## config.mk

```make
export PLATFORM = sky130hd
export DESIGN_NAME = dmc_top
export DESIGN_NICKNAME = d
export VERILOG_FILES = /design/src/dmc_pkg.sv /design/src/dmc_cfg_regs.sv /design/src/dmc_cmd_dispatch.sv /design/src/dmc_bank_machine.sv /design/src/dmc_cmd_arbiter.sv /design/src/dmc_top.sv
export SDC_FILE = /design/constraint.sdc
export NUM_CORES = 1
export LEC_CHECK = 0
export BUFFER_PORTS_ARGS = -buffer_cell sky130_fd_sc_hd__buf_2
export CORE_UTILIZATION = 35
export CTS_CLUSTER_DIAMETER = 80
export DETAILED_ROUTE_END_ITERATION = 8
export GPL_TIMING_DRIVEN = 0
export PLACE_DENSITY = 0.57
export SYNTH_ARGS = -nofsm -noshare
export SYNTH_HDL_FRONTEND = slang
export SYNTH_HIERARCHICAL = 1
export SYNTH_SLANG_ARGS = --single-unit
```

## constraint.sdc

```tcl
create_clock -name dfi_clk_1x -period 4.1 [get_ports dfi_clk_1x]
set_input_delay 1.025 -clock dfi_clk_1x [delete_from_list [all_inputs] [get_ports dfi_clk_1x]]
set_output_delay 1.025 -clock dfi_clk_1x [all_outputs]
set_load 0.1 [all_outputs]
```

## src/dmc_pkg.sv

```systemverilog
package dmc_pkg;

  localparam int NUM_BANKS_LP   = 4;
  localparam int BANK_W_LP      = 2;
  localparam int ROW_W_LP       = 12;
  localparam int COL_W_LP       = 8;
  localparam int DATA_W_LP      = 32;
  localparam int ADDR_W_LP      = BANK_W_LP + ROW_W_LP + COL_W_LP;
  localparam int ORDER_DEPTH_LP = 4;
  localparam int ORDER_PTR_W_LP = $clog2(ORDER_DEPTH_LP);
  localparam int AXIL_ADDR_W_LP = 4;
  localparam int RD_PIPE_LP     = 16;

  localparam logic [1:0] AXI_RESP_OKAY_LP   = 2'b00;
  localparam logic [1:0] AXI_RESP_SLVERR_LP = 2'b10;

  // Column in the low bits, then bank, row on top
  typedef logic [ADDR_W_LP-1:0] app_addr_t;
  typedef logic [BANK_W_LP-1:0] bank_t;
  typedef logic [ROW_W_LP-1:0]  row_t;
  typedef logic [COL_W_LP-1:0]  col_t;
  typedef logic [DATA_W_LP-1:0] data_t;
  typedef logic [3:0]           tick_t;
  typedef logic [15:0]          refi_t;

  typedef enum logic [2:0] {
    APP_CMD_WRITE = 3'b000,
    APP_CMD_READ  = 3'b001
  } app_cmd_e;

  // Encoded as {ras_n, cas_n, we_n}
  typedef enum logic [2:0] {
    DDR_NOP   = 3'b111,
    DDR_ACT   = 3'b011,
    DDR_READ  = 3'b101,
    DDR_WRITE = 3'b100,
    DDR_PRE   = 3'b010,
    DDR_REF   = 3'b001
  } ddr_cmd_e;

  typedef enum logic [1:0] {
    BANK_IDLE,
    BANK_ACTIVATING,
    BANK_ACTIVE,
    BANK_PRECHARGING
  } bank_state_e;

  typedef struct packed {
    tick_t trcd;
    tick_t trp;
    tick_t tras;
    tick_t tcas;
    tick_t trfc;
    refi_t trefi;
  } dmc_timing_s;

  typedef struct packed {
    app_cmd_e cmd;
    row_t     row;
    col_t     col;
    data_t    data;
  } bank_req_s;

  typedef struct packed {
    logic     valid;
    ddr_cmd_e cmd;
    bank_t    bank;
    row_t     row;
    col_t     col;
    data_t    data;
  } bank_cmd_s;

  typedef struct packed {
    ddr_cmd_e cmd;
    bank_t    ba;
    row_t     addr;
    data_t    dq;
    logic     wr_en;
  } ddr_bus_s;

  localparam dmc_timing_s TIMING_RST_LP = '{
    trcd:  4'd3,
    trp:   4'd3,
    tras:  4'd6,
    tcas:  4'd3,
    trfc:  4'd8,
    trefi: 16'd200
  };

  // Count minus one, held at zero
  function automatic tick_t tick_dec(tick_t t);
    return (t == '0) ? '0 : t - 1'b1;
  endfunction

endpackage

```

## src/dmc_cfg_regs.sv

```systemverilog
`timescale 1ns/1ps

module dmc_cfg_regs
  import dmc_pkg::*;
(
  input  logic                      dfi_clk_1x,
  input  logic                      ui_clk_sync_rst,
  input  logic [AXIL_ADDR_W_LP-1:0] s_axil_awaddr_i,
  input  logic                      s_axil_awvalid_i,
  output logic                      s_axil_awready_o,
  input  data_t                     s_axil_wdata_i,
  input  logic                      s_axil_wvalid_i,
  output logic                      s_axil_wready_o,
  output logic [1:0]                s_axil_bresp_o,
  output logic                      s_axil_bvalid_o,
  input  logic                      s_axil_bready_i,
  input  logic [AXIL_ADDR_W_LP-1:0] s_axil_araddr_i,
  input  logic                      s_axil_arvalid_i,
  output logic                      s_axil_arready_o,
  output data_t                     s_axil_rdata_o,
  output logic [1:0]                s_axil_rresp_o,
  output logic                      s_axil_rvalid_o,
  input  logic                      s_axil_rready_i,
  output dmc_timing_s               timing_o
);

  dmc_timing_s timing_q;
  logic        wr_fire;
  logic        rd_fire;
  logic        wr_hit;
  logic        rd_hit;
  data_t       rd_word;

  // Address and data taken together, one response outstanding
  assign wr_fire          = s_axil_awvalid_i & s_axil_wvalid_i & ~s_axil_bvalid_o;
  assign s_axil_awready_o = wr_fire;
  assign s_axil_wready_o  = wr_fire;
  assign s_axil_arready_o = ~s_axil_rvalid_o;
  assign rd_fire          = s_axil_arvalid_i & s_axil_arready_o;

  // Unaligned offsets are unmapped
  assign wr_hit = (s_axil_awaddr_i[1:0] == 2'b00);
  assign rd_hit = (s_axil_araddr_i[1:0] == 2'b00);

  always_comb begin
    rd_word = '0;
    case (s_axil_araddr_i[AXIL_ADDR_W_LP-1:2])
      2'd0:    rd_word[7:0]  = {timing_q.trp, timing_q.trcd};
      2'd1:    rd_word[7:0]  = {timing_q.tcas, timing_q.tras};
      2'd2:    rd_word[3:0]  = timing_q.trfc;
      default: rd_word[15:0] = timing_q.trefi;
    endcase
  end

  always_ff @(posedge dfi_clk_1x) begin
    if (ui_clk_sync_rst) begin
      timing_q <= TIMING_RST_LP;
    end else if (wr_fire && wr_hit) begin
      case (s_axil_awaddr_i[AXIL_ADDR_W_LP-1:2])
        2'd0: begin
          timing_q.trcd <= s_axil_wdata_i[3:0];
          timing_q.trp  <= s_axil_wdata_i[7:4];
        end
        2'd1: begin
          timing_q.tras <= s_axil_wdata_i[3:0];
          timing_q.tcas <= s_axil_wdata_i[7:4];
        end
        2'd2:    timing_q.trfc  <= s_axil_wdata_i[3:0];
        default: timing_q.trefi <= s_axil_wdata_i[15:0];
      endcase
    end
  end

  always_ff @(posedge dfi_clk_1x) begin
    if (ui_clk_sync_rst) begin
      s_axil_bvalid_o <= 1'b0;
      s_axil_rvalid_o <= 1'b0;
    end else begin
      if (wr_fire) begin
        s_axil_bvalid_o <= 1'b1;
      end else if (s_axil_bready_i) begin
        s_axil_bvalid_o <= 1'b0;
      end
      if (rd_fire) begin
        s_axil_rvalid_o <= 1'b1;
      end else if (s_axil_rready_i) begin
        s_axil_rvalid_o <= 1'b0;
      end
    end
  end

  always_ff @(posedge dfi_clk_1x) begin
    if (wr_fire) begin
      s_axil_bresp_o <= wr_hit ? AXI_RESP_OKAY_LP : AXI_RESP_SLVERR_LP;
    end
    if (rd_fire) begin
      s_axil_rdata_o <= rd_hit ? rd_word : '0;
      s_axil_rresp_o <= rd_hit ? AXI_RESP_OKAY_LP : AXI_RESP_SLVERR_LP;
    end
  end

  assign timing_o = timing_q;

endmodule

```

## src/dmc_cmd_dispatch.sv

```systemverilog
`timescale 1ns/1ps

module dmc_cmd_dispatch
  import dmc_pkg::*;
(
  input  logic                    dfi_clk_1x,
  input  logic                    ui_clk_sync_rst,
  input  app_addr_t               app_addr_i,
  input  app_cmd_e                app_cmd_i,
  input  logic                    app_en_i,
  input  data_t                   app_wdf_data_i,
  output logic                    app_rdy_o,
  input  logic                    ref_pending_i,
  input  logic [NUM_BANKS_LP-1:0] bank_busy_i,
  output logic [NUM_BANKS_LP-1:0] bank_load_o,
  output bank_req_s               bank_req_o,
  input  logic                    order_pop_i,
  output bank_t                   order_head_o,
  output logic                    order_empty_o
);

  bank_t                     addr_bank;
  logic                      run_q;
  logic                      accept;
  logic                      order_full;
  bank_t                     order_mem [ORDER_DEPTH_LP];
  logic [ORDER_PTR_W_LP-1:0] wr_ptr_q;
  logic [ORDER_PTR_W_LP-1:0] rd_ptr_q;
  logic [ORDER_PTR_W_LP:0]   count_q;

  assign addr_bank       = app_addr_i[COL_W_LP +: BANK_W_LP];
  assign bank_req_o.cmd  = app_cmd_i;
  assign bank_req_o.row  = app_addr_i[COL_W_LP+BANK_W_LP +: ROW_W_LP];
  assign bank_req_o.col  = app_addr_i[COL_W_LP-1:0];
  assign bank_req_o.data = app_wdf_data_i;

  assign order_full = (count_q == (ORDER_PTR_W_LP+1)'(ORDER_DEPTH_LP));
  assign app_rdy_o  = run_q & ~bank_busy_i[addr_bank] & ~order_full & ~ref_pending_i;
  assign accept     = app_en_i & app_rdy_o;

  always_comb begin
    bank_load_o            = '0;
    bank_load_o[addr_bank] = accept;
  end

  always_ff @(posedge dfi_clk_1x) begin
    if (ui_clk_sync_rst) begin
      run_q    <= 1'b0;
      wr_ptr_q <= '0;
      rd_ptr_q <= '0;
      count_q  <= '0;
    end else begin
      run_q <= 1'b1;
      if (accept) begin
        wr_ptr_q <= wr_ptr_q + 1'b1;
      end
      if (order_pop_i) begin
        rd_ptr_q <= rd_ptr_q + 1'b1;
      end
      case ({accept, order_pop_i})
        2'b10:   count_q <= count_q + 1'b1;
        2'b01:   count_q <= count_q - 1'b1;
        default: count_q <= count_q;
      endcase
    end
  end

  // Issue order of column commands
  always_ff @(posedge dfi_clk_1x) begin
    if (accept) begin
      order_mem[wr_ptr_q] <= addr_bank;
    end
  end

  assign order_head_o  = order_mem[rd_ptr_q];
  assign order_empty_o = (count_q == '0);

endmodule

```

## src/dmc_bank_machine.sv

```systemverilog
`timescale 1ns/1ps

module dmc_bank_machine
  import dmc_pkg::*;
#(
  parameter int unsigned BANK_ID = 0
) (
  input  logic        dfi_clk_1x,
  input  logic        ui_clk_sync_rst,
  input  dmc_timing_s timing_i,
  input  logic        load_i,
  input  bank_req_s   req_i,
  input  logic        ref_pending_i,
  input  logic        grant_i,
  output logic        busy_o,
  output logic        idle_o,
  output bank_cmd_s   cmd_o
);

  bank_state_e state_q;
  row_t        row_q;
  bank_req_s   req_q;
  logic        req_vld_q;
  tick_t       wait_q;
  tick_t       ras_q;
  logic        take;
  logic        row_hit;
  logic        need_pre;

  assign take     = load_i & ~req_vld_q & ~ref_pending_i;
  assign row_hit  = req_vld_q && (req_q.row == row_q);
  // Close on a miss, or for refresh once no access is left
  assign need_pre = ~row_hit & (req_vld_q | ref_pending_i);

  always_comb begin
    cmd_o.valid = 1'b0;
    cmd_o.cmd   = DDR_NOP;
    cmd_o.bank  = bank_t'(BANK_ID);
    cmd_o.row   = req_q.row;
    cmd_o.col   = req_q.col;
    cmd_o.data  = req_q.data;
    case (state_q)
      BANK_IDLE: begin
        if (req_vld_q) begin
          cmd_o.valid = 1'b1;
          cmd_o.cmd   = DDR_ACT;
        end
      end
      BANK_ACTIVE: begin
        if (row_hit) begin
          cmd_o.valid = 1'b1;
          if (req_q.cmd == APP_CMD_READ) begin
            cmd_o.cmd = DDR_READ;
          end else begin
            cmd_o.cmd = DDR_WRITE;
          end
        end else if (need_pre && ras_q == '0) begin
          cmd_o.valid = 1'b1;
          cmd_o.cmd   = DDR_PRE;
          cmd_o.row   = row_q;
        end
      end
      default: cmd_o.valid = 1'b0;
    endcase
  end

  always_ff @(posedge dfi_clk_1x) begin
    if (ui_clk_sync_rst) begin
      state_q   <= BANK_IDLE;
      req_vld_q <= 1'b0;
      wait_q    <= '0;
      ras_q     <= '0;
    end else begin
      wait_q <= tick_dec(wait_q);
      ras_q  <= tick_dec(ras_q);
      if (take) begin
        req_vld_q <= 1'b1;
      end
      case (state_q)
        BANK_IDLE: begin
          if (grant_i) begin
            state_q <= BANK_ACTIVATING;
            wait_q  <= tick_dec(timing_i.trcd);
            ras_q   <= tick_dec(timing_i.tras);
          end
        end
        BANK_ACTIVATING: begin
          // trcd from the activate
          if (wait_q <= tick_t'(1)) begin
            state_q <= BANK_ACTIVE;
          end
        end
        BANK_ACTIVE: begin
          if (grant_i && row_hit) begin
            req_vld_q <= 1'b0;
          end else if (grant_i) begin
            state_q <= BANK_PRECHARGING;
            wait_q  <= tick_dec(timing_i.trp);
          end
        end
        BANK_PRECHARGING: begin
          if (wait_q <= tick_t'(1)) begin
            state_q <= BANK_IDLE;
          end
        end
        default: state_q <= BANK_IDLE;
      endcase
    end
  end

  always_ff @(posedge dfi_clk_1x) begin
    if (take) begin
      req_q <= req_i;
    end
    if (state_q == BANK_IDLE && grant_i) begin
      row_q <= req_q.row;
    end
  end

  assign busy_o = req_vld_q;
  assign idle_o = (state_q == BANK_IDLE) & ~req_vld_q;

endmodule

```

## src/dmc_cmd_arbiter.sv

```systemverilog
`timescale 1ns/1ps

module dmc_cmd_arbiter
  import dmc_pkg::*;
(
  input  logic                         dfi_clk_1x,
  input  logic                         ui_clk_sync_rst,
  input  dmc_timing_s                  timing_i,
  input  bank_cmd_s [NUM_BANKS_LP-1:0] bank_cmd_i,
  input  logic [NUM_BANKS_LP-1:0]      bank_idle_i,
  output logic [NUM_BANKS_LP-1:0]      grant_o,
  input  bank_t                        order_head_i,
  input  logic                         order_empty_i,
  output logic                         order_pop_o,
  output logic                         ref_pending_o,
  output logic                         refresh_in_progress_o,
  output ddr_bus_s                     ddr_o,
  input  data_t                        ddr_dq_i,
  output data_t                        app_rd_data_o,
  output logic                         app_rd_data_valid_o
);

  typedef enum logic [1:0] {
    REF_IDLE,
    REF_PEND,
    REF_WAIT
  } ref_state_e;

  ref_state_e            ref_state_q;
  refi_t                 refi_cnt_q;
  tick_t                 rfc_cnt_q;
  logic                  refi_wrap;
  logic                  ref_go;
  logic                  gnt_vld;
  bank_t                 gnt_idx;
  bank_cmd_s             gnt_cmd;
  ddr_bus_s              ddr_q;
  logic [RD_PIPE_LP-1:0] rd_pipe_q;

  function automatic logic is_col(ddr_cmd_e c);
    return (c == DDR_READ) || (c == DDR_WRITE);
  endfunction

  assign refi_wrap = (refi_cnt_q >= timing_i.trefi - 1'b1);
  assign ref_go    = (ref_state_q == REF_PEND) && (&bank_idle_i) && order_empty_i;

  // Column command only for the queue head, else lowest bank with ACT or PRE
  always_comb begin
    gnt_vld = 1'b0;
    gnt_idx = order_head_i;
    if (ref_state_q != REF_WAIT && !ref_go) begin
      if (!order_empty_i && bank_cmd_i[order_head_i].valid &&
          is_col(bank_cmd_i[order_head_i].cmd)) begin
        gnt_vld = 1'b1;
      end else begin
        for (int i = NUM_BANKS_LP - 1; i >= 0; i--) begin
          if (bank_cmd_i[i].valid && !is_col(bank_cmd_i[i].cmd)) begin
            gnt_vld = 1'b1;
            gnt_idx = bank_t'(i);
          end
        end
      end
    end
  end

  assign gnt_cmd = bank_cmd_i[gnt_idx];

  always_comb begin
    grant_o          = '0;
    grant_o[gnt_idx] = gnt_vld;
  end

  assign order_pop_o = gnt_vld & is_col(gnt_cmd.cmd);

  always_ff @(posedge dfi_clk_1x) begin
    ddr_q.ba   <= gnt_cmd.bank;
    ddr_q.addr <= is_col(gnt_cmd.cmd) ? row_t'(gnt_cmd.col) : gnt_cmd.row;
    ddr_q.dq   <= gnt_cmd.data;
    if (ui_clk_sync_rst) begin
      ddr_q.cmd   <= DDR_NOP;
      ddr_q.wr_en <= 1'b0;
    end else if (ref_go) begin
      ddr_q.cmd   <= DDR_REF;
      ddr_q.wr_en <= 1'b0;
    end else if (gnt_vld) begin
      ddr_q.cmd   <= gnt_cmd.cmd;
      ddr_q.wr_en <= (gnt_cmd.cmd == DDR_WRITE);
    end else begin
      ddr_q.cmd   <= DDR_NOP;
      ddr_q.wr_en <= 1'b0;
    end
  end

  always_ff @(posedge dfi_clk_1x) begin
    if (ui_clk_sync_rst) begin
      ref_state_q <= REF_IDLE;
      refi_cnt_q  <= '0;
      rfc_cnt_q   <= '0;
      rd_pipe_q   <= '0;
    end else begin
      // Bit 0 lines up with the read on the pins
      rd_pipe_q  <= {rd_pipe_q[RD_PIPE_LP-2:0], gnt_vld && (gnt_cmd.cmd == DDR_READ)};
      refi_cnt_q <= refi_wrap ? '0 : refi_cnt_q + 1'b1;
      case (ref_state_q)
        REF_IDLE: begin
          if (refi_wrap) begin
            ref_state_q <= REF_PEND;
          end
        end
        REF_PEND: begin
          if (ref_go) begin
            ref_state_q <= REF_WAIT;
            rfc_cnt_q   <= tick_dec(timing_i.trfc);
          end
        end
        REF_WAIT: begin
          rfc_cnt_q <= tick_dec(rfc_cnt_q);
          if (rfc_cnt_q <= tick_t'(1)) begin
            ref_state_q <= REF_IDLE;
          end
        end
        default: ref_state_q <= REF_IDLE;
      endcase
    end
  end

  assign ref_pending_o         = (ref_state_q != REF_IDLE);
  assign refresh_in_progress_o = (ref_state_q != REF_IDLE);
  assign ddr_o                 = ddr_q;
  assign app_rd_data_o         = ddr_dq_i;
  assign app_rd_data_valid_o   = rd_pipe_q[timing_i.tcas];

endmodule

```

## src/dmc_top.sv

```systemverilog
`timescale 1ns/1ps

module dmc_top
  import dmc_pkg::*;
(
  input  logic                      dfi_clk_1x,
  input  logic                      ui_clk_sync_rst,
  input  logic [AXIL_ADDR_W_LP-1:0] s_axil_awaddr_i,
  input  logic                      s_axil_awvalid_i,
  output logic                      s_axil_awready_o,
  input  data_t                     s_axil_wdata_i,
  input  logic                      s_axil_wvalid_i,
  output logic                      s_axil_wready_o,
  output logic [1:0]                s_axil_bresp_o,
  output logic                      s_axil_bvalid_o,
  input  logic                      s_axil_bready_i,
  input  logic [AXIL_ADDR_W_LP-1:0] s_axil_araddr_i,
  input  logic                      s_axil_arvalid_i,
  output logic                      s_axil_arready_o,
  output data_t                     s_axil_rdata_o,
  output logic [1:0]                s_axil_rresp_o,
  output logic                      s_axil_rvalid_o,
  input  logic                      s_axil_rready_i,
  input  app_addr_t                 app_addr_i,
  input  app_cmd_e                  app_cmd_i,
  input  logic                      app_en_i,
  input  data_t                     app_wdf_data_i,
  output logic                      app_rdy_o,
  output data_t                     app_rd_data_o,
  output logic                      app_rd_data_valid_o,
  output logic                      refresh_in_progress_o,
  output ddr_bus_s                  ddr_o,
  input  data_t                     ddr_dq_i
);

  dmc_timing_s                  timing;
  logic                         ref_pending;
  logic [NUM_BANKS_LP-1:0]      bank_busy;
  logic [NUM_BANKS_LP-1:0]      bank_idle;
  logic [NUM_BANKS_LP-1:0]      bank_load;
  logic [NUM_BANKS_LP-1:0]      bank_grant;
  bank_req_s                    bank_req;
  bank_cmd_s [NUM_BANKS_LP-1:0] bank_cmd;
  logic                         order_pop;
  bank_t                        order_head;
  logic                         order_empty;

  dmc_cfg_regs cfg_regs_i (
    .dfi_clk_1x       (dfi_clk_1x),
    .ui_clk_sync_rst  (ui_clk_sync_rst),
    .s_axil_awaddr_i  (s_axil_awaddr_i),
    .s_axil_awvalid_i (s_axil_awvalid_i),
    .s_axil_awready_o (s_axil_awready_o),
    .s_axil_wdata_i   (s_axil_wdata_i),
    .s_axil_wvalid_i  (s_axil_wvalid_i),
    .s_axil_wready_o  (s_axil_wready_o),
    .s_axil_bresp_o   (s_axil_bresp_o),
    .s_axil_bvalid_o  (s_axil_bvalid_o),
    .s_axil_bready_i  (s_axil_bready_i),
    .s_axil_araddr_i  (s_axil_araddr_i),
    .s_axil_arvalid_i (s_axil_arvalid_i),
    .s_axil_arready_o (s_axil_arready_o),
    .s_axil_rdata_o   (s_axil_rdata_o),
    .s_axil_rresp_o   (s_axil_rresp_o),
    .s_axil_rvalid_o  (s_axil_rvalid_o),
    .s_axil_rready_i  (s_axil_rready_i),
    .timing_o         (timing)
  );

  dmc_cmd_dispatch cmd_dispatch_i (
    .dfi_clk_1x      (dfi_clk_1x),
    .ui_clk_sync_rst (ui_clk_sync_rst),
    .app_addr_i      (app_addr_i),
    .app_cmd_i       (app_cmd_i),
    .app_en_i        (app_en_i),
    .app_wdf_data_i  (app_wdf_data_i),
    .app_rdy_o       (app_rdy_o),
    .ref_pending_i   (ref_pending),
    .bank_busy_i     (bank_busy),
    .bank_load_o     (bank_load),
    .bank_req_o      (bank_req),
    .order_pop_i     (order_pop),
    .order_head_o    (order_head),
    .order_empty_o   (order_empty)
  );

  for (genvar b = 0; b < NUM_BANKS_LP; b++) begin : g_bank
    dmc_bank_machine #(
      .BANK_ID (b)
    ) bank_machine_i (
      .dfi_clk_1x      (dfi_clk_1x),
      .ui_clk_sync_rst (ui_clk_sync_rst),
      .timing_i        (timing),
      .load_i          (bank_load[b]),
      .req_i           (bank_req),
      .ref_pending_i   (ref_pending),
      .grant_i         (bank_grant[b]),
      .busy_o          (bank_busy[b]),
      .idle_o          (bank_idle[b]),
      .cmd_o           (bank_cmd[b])
    );
  end

  dmc_cmd_arbiter cmd_arbiter_i (
    .dfi_clk_1x            (dfi_clk_1x),
    .ui_clk_sync_rst       (ui_clk_sync_rst),
    .timing_i              (timing),
    .bank_cmd_i            (bank_cmd),
    .bank_idle_i           (bank_idle),
    .grant_o               (bank_grant),
    .order_head_i          (order_head),
    .order_empty_i         (order_empty),
    .order_pop_o           (order_pop),
    .ref_pending_o         (ref_pending),
    .refresh_in_progress_o (refresh_in_progress_o),
    .ddr_o                 (ddr_o),
    .ddr_dq_i              (ddr_dq_i),
    .app_rd_data_o         (app_rd_data_o),
    .app_rd_data_valid_o   (app_rd_data_valid_o)
  );

endmodule

```

==> impl_metrics.yaml <==
status:
  outcome: "finished, violations left"
  violations: "negative setup slack"
layout:
  final_core_util_pct: 43.7
  syn_to_final_growth_pct: 23.2
  fillers: 6212
  final_cell_mix: "buf_4 (349), edfxtp_1 (294), nand2_1 (262), dfxtp_1 (177), buf_2 (153)"
  drive_gt1_share_pct: 34.0
  final-seq-area_mm2: 0.0124
  final_common_cell: "buf_4"
  finalNetCount: 2666
  multi_input_area_mm2: 0.00971
  diodes: 0
worst_setup_path:
  cp_cell_sequence: "xnor2_2 > nand3_2 > nor4_4 > nor2_2 > buf_8 > o21bai_4 > nand2b_4 > a221oi_2 > a311oi_2 > buf_4 > mux2i_4 > buf_6 > mux2i_4 > mux2_4 > and2_4 > ha_4 > inv_2 > fa_2 > xor2_1 > or3_1 > a21oi_1"
  reg2reg_setup_slack_ps: -210
  crit_fanout: 3
  start_kind: "flop"
  reg2reg_to: "cmd_dispatch_i/count_q[2]"
  crit_path_end_kind: "flop"
  crit_end: "cmd_dispatch_i/count_q[2]"
  required_ps: 4640
  critical_path_arrival_ps: 4850
  critPathKind: "reg2reg"
  cpMostUsedCell: "mux2i_4"
  critPathLaunch: "g_bank[3].bank_machine_i/req_q[42]"
  cp_slowest_cell: "edfxtp_1"
  critPathMaxStageDelay_ps: 430
  r2r_start: "g_bank[3].bank_machine_i/req_q[42]"
  rr_worst_depth: 21
logic_synthesis:
  ys_types: 78
  syn_inst: 2172
  synthesis.area_mm2: 0.0239
  synthArstFlopShare_pct: 0
  synthTopCellsByArea: "edfxtp_1 (37%), dfxtp_1 (15%), buf_4 (8.7%)"
  synth_ff_type: "edfxtp_1"
  syn_area_per_cell_um2: 11.0
  synth_top_area_share_pct: 37.0
  synth_seq_cells: 474
  yosysTopAreaCell: "edfxtp_1"
  yosysSeqAreaShare_pct: 52.1
  synth_edf_count: 294
  ys.warnings.count: 6
power_and_ir_drop:
  total_power_mw: 13.7
  p_leak_nw: 11.8
  p_per_area_mw_per_mm2: 465
  ir_worst_vdd_v: 0.000408
clocking:
  clk_pin_slew_ps: 60
  hold_buffers: 0
  cts_sinks: 474
  insertion_delay_ps: 620
  cts_buffers: 55
  cts_root_buffer: "clkbuf_16"
  h-tree-depth: 2
  cts.path.max_buffers: 3
  cts_tree: "built"
floorplan:
  dieArea_mm2: 0.0692
  core_area_mm2: 0.0673
  fp-row-count: 95
  initial_utilization_pct: 35.5
  die_y_um: 263
  ios: 263
  dieWidth_um: 263
routing:
  first_pass_iters: 8
  routed_wl_um: 62700
  vias_per_cell: 4.92
  vias: 16710
  postRouteAntennaNets: 0
  drc: 0
  drt_iter0_markers: 1019
  post_drt_wl_per_cell_um: 18.5
sta:
  fin_setup_tns_ps: -573
  setup_viol: 10
  worstMarginPinSlew_ps: 1050
  period_minus_slack_ps: 4310
  rsz0062_at_grt: "true"
  final_hold_viol_count: 0
  fin_ws_ps: -210
  clock_skew_ps: 42.0
  fin_crit_sh_pct: 105
  relSlewSlack_pct: 29.8
  fmax_mhz: 232
  slew_viol_final: 0
hold_path:
  min_path_cells: 1
  hold_start: "cmd_arbiter_i/rd_pipe_q[2]"
  hold_path.class: "reg2reg"
global_route:
  grt_pass1_vias: 16883
  antenna_found_initial: 2
  grt_max_degree: 50
  track_usage_pct: 17.7
  grt_pass1_wl_um: 95600
  overflow: 0
placed_design:
  port_buffers: 139
  place.gp.congestion: 0.843
  dpl.hpwl_um: 43700
  dp_worst_setup_slack_ps: -2140
run:
  maxCapViolCount: 0
what timing repair did:
item,4_1_cts,5_1_grt
endpoints found under the setup margin,150,112
buffers inserted,60,24
pin swaps,34,25
gates resized for setup,106,53
metrics by stage:
step                std cells  instance area, um^2  hold slack [ps]
floorplan                2191                24100              432
global placement         3203                25900              447
detailed placement       3207                26000              453
CTS                      3371                29000              468
global route             3393                29400              480
finish                   3393                29400              468
final cells by class:
| cell class | count | share of cell area, % |
|---|---|---|
| sequential | 474 | 42.3 |
| multi-input combinational | 1330 | 33.0 |
| buffer | 337 | 8.39 |
| clock buffer | 78 | 5.39 |
| timing repair buffer | 227 | 5.26 |
| tap | 873 | 3.71 |
| clock inverter | 26 | 1.28 |
| inverter | 48 | 0.664 |
Yosys cell counts, drive strengths merged, types with 13 or more instances:
cell type	instances
a211oi	16
a21oi	51
a31oi	38
and2	19
and3	44
buf	308
clkbuf	31
dfxtp	180
edfxtp	294
ha	55
inv	48
mux2	63
mux2i	57
nand2	273
nand2b	65
nand3	60
nand4	22
nor2	151
nor2b	39
nor3	45
nor4	19
o21ai	34
o22ai	13
or2	14
xnor2	70
xor2	16
flip-flops by register name, summed over array words and instances (netlist names), 2 cells and up, named ones only:
register,flops
g_bank.bank_machine_i/state_q,8
g_bank.bank_machine_i/cmd_o,160
cmd_arbiter_i/rfc_cnt_q,4
g_bank.bank_machine_i/ras_q,16
cmd_arbiter_i/rd_pipe_q,16
cmd_arbiter_i/refi_cnt_q,16
cmd_dispatch_i/rd_ptr_q,2
cfg_regs_i/s_axil_rdata_o,16
g_bank.bank_machine_i/row_q,48
g_bank.bank_machine_i/req_q,60
cfg_regs_i/timing_o,36
cmd_dispatch_i/count_q,3
g_bank.bank_machine_i/wait_q,16
g_bank.bank_machine_i/busy_o,4
cmd_arbiter_i/ddr_o,50
cmd_arbiter_i/ref_state_q,2
cmd_dispatch_i/order_mem,8
cmd_dispatch_i/wr_ptr_q,2
where the power goes:
| part | total, mW | internal, mW | switching [mW] | leakage [nW] |
|---|---|---|---|---|
| Sequential | 5.43 | 5.31 | 0.127 | 4.15 |
| Clock | 5.22 | 3.16 | 2.06 | 0.946 |
| Combinational | 3.02 | 0.837 | 2.19 | 6.72 |
routing by layer:
layer	track usage (%)	vias up	wire length, um
met5	0	-	26
met4	6.43	4	2200
met3	4.06	134	3910
met2	30.9	465	30600
met1	21.1	8095	26000
li1	-	8012	-
how the worst min path moves through the flow:
stage,to,slack [ps]
finish,cmd_arbiter_i/rd_pipe_q[3],470
global route,cmd_arbiter_i/rd_pipe_q[3],480
CTS,cmd_arbiter_i/rd_pipe_q[3],470
global placement,cmd_arbiter_i/rd_pipe_q[11],450
floorplan,cmd_arbiter_i/rd_pipe_q[11],430
detailed placement,cmd_arbiter_i/rd_pipe_q[2],450
worst max-delay path: cells and delay by family, from the launching register on:
kind	cells	cell delay (ps)
xor+xnor	2	430
fa+ha+maj	2	450
flops	1	430
mux	3	590
compound gates	4	660
simple gates	6	1190
buf+inv	4	460
cells by family (layout without fill, tap and decap cells):
group / count (synthesis) / in the layout / share of synthesized area [%]
adder cells (fa/ha/maj): 56 / 56 / 2.97
multiplexers: 131 / 131 / 7.02
buffers and inverters: 387 / 716 / 10.7
other: 7 / 26 / 0.110
XOR/XNOR: 86 / 86 / 3.16
flip-flops: 474 / 474 / 52.1
AO/OA/AOI/OAI: 238 / 238 / 6.91
AND/OR/NAND/NOR: 793 / 793 / 17.0
Power figures use the tool's default switching activity.
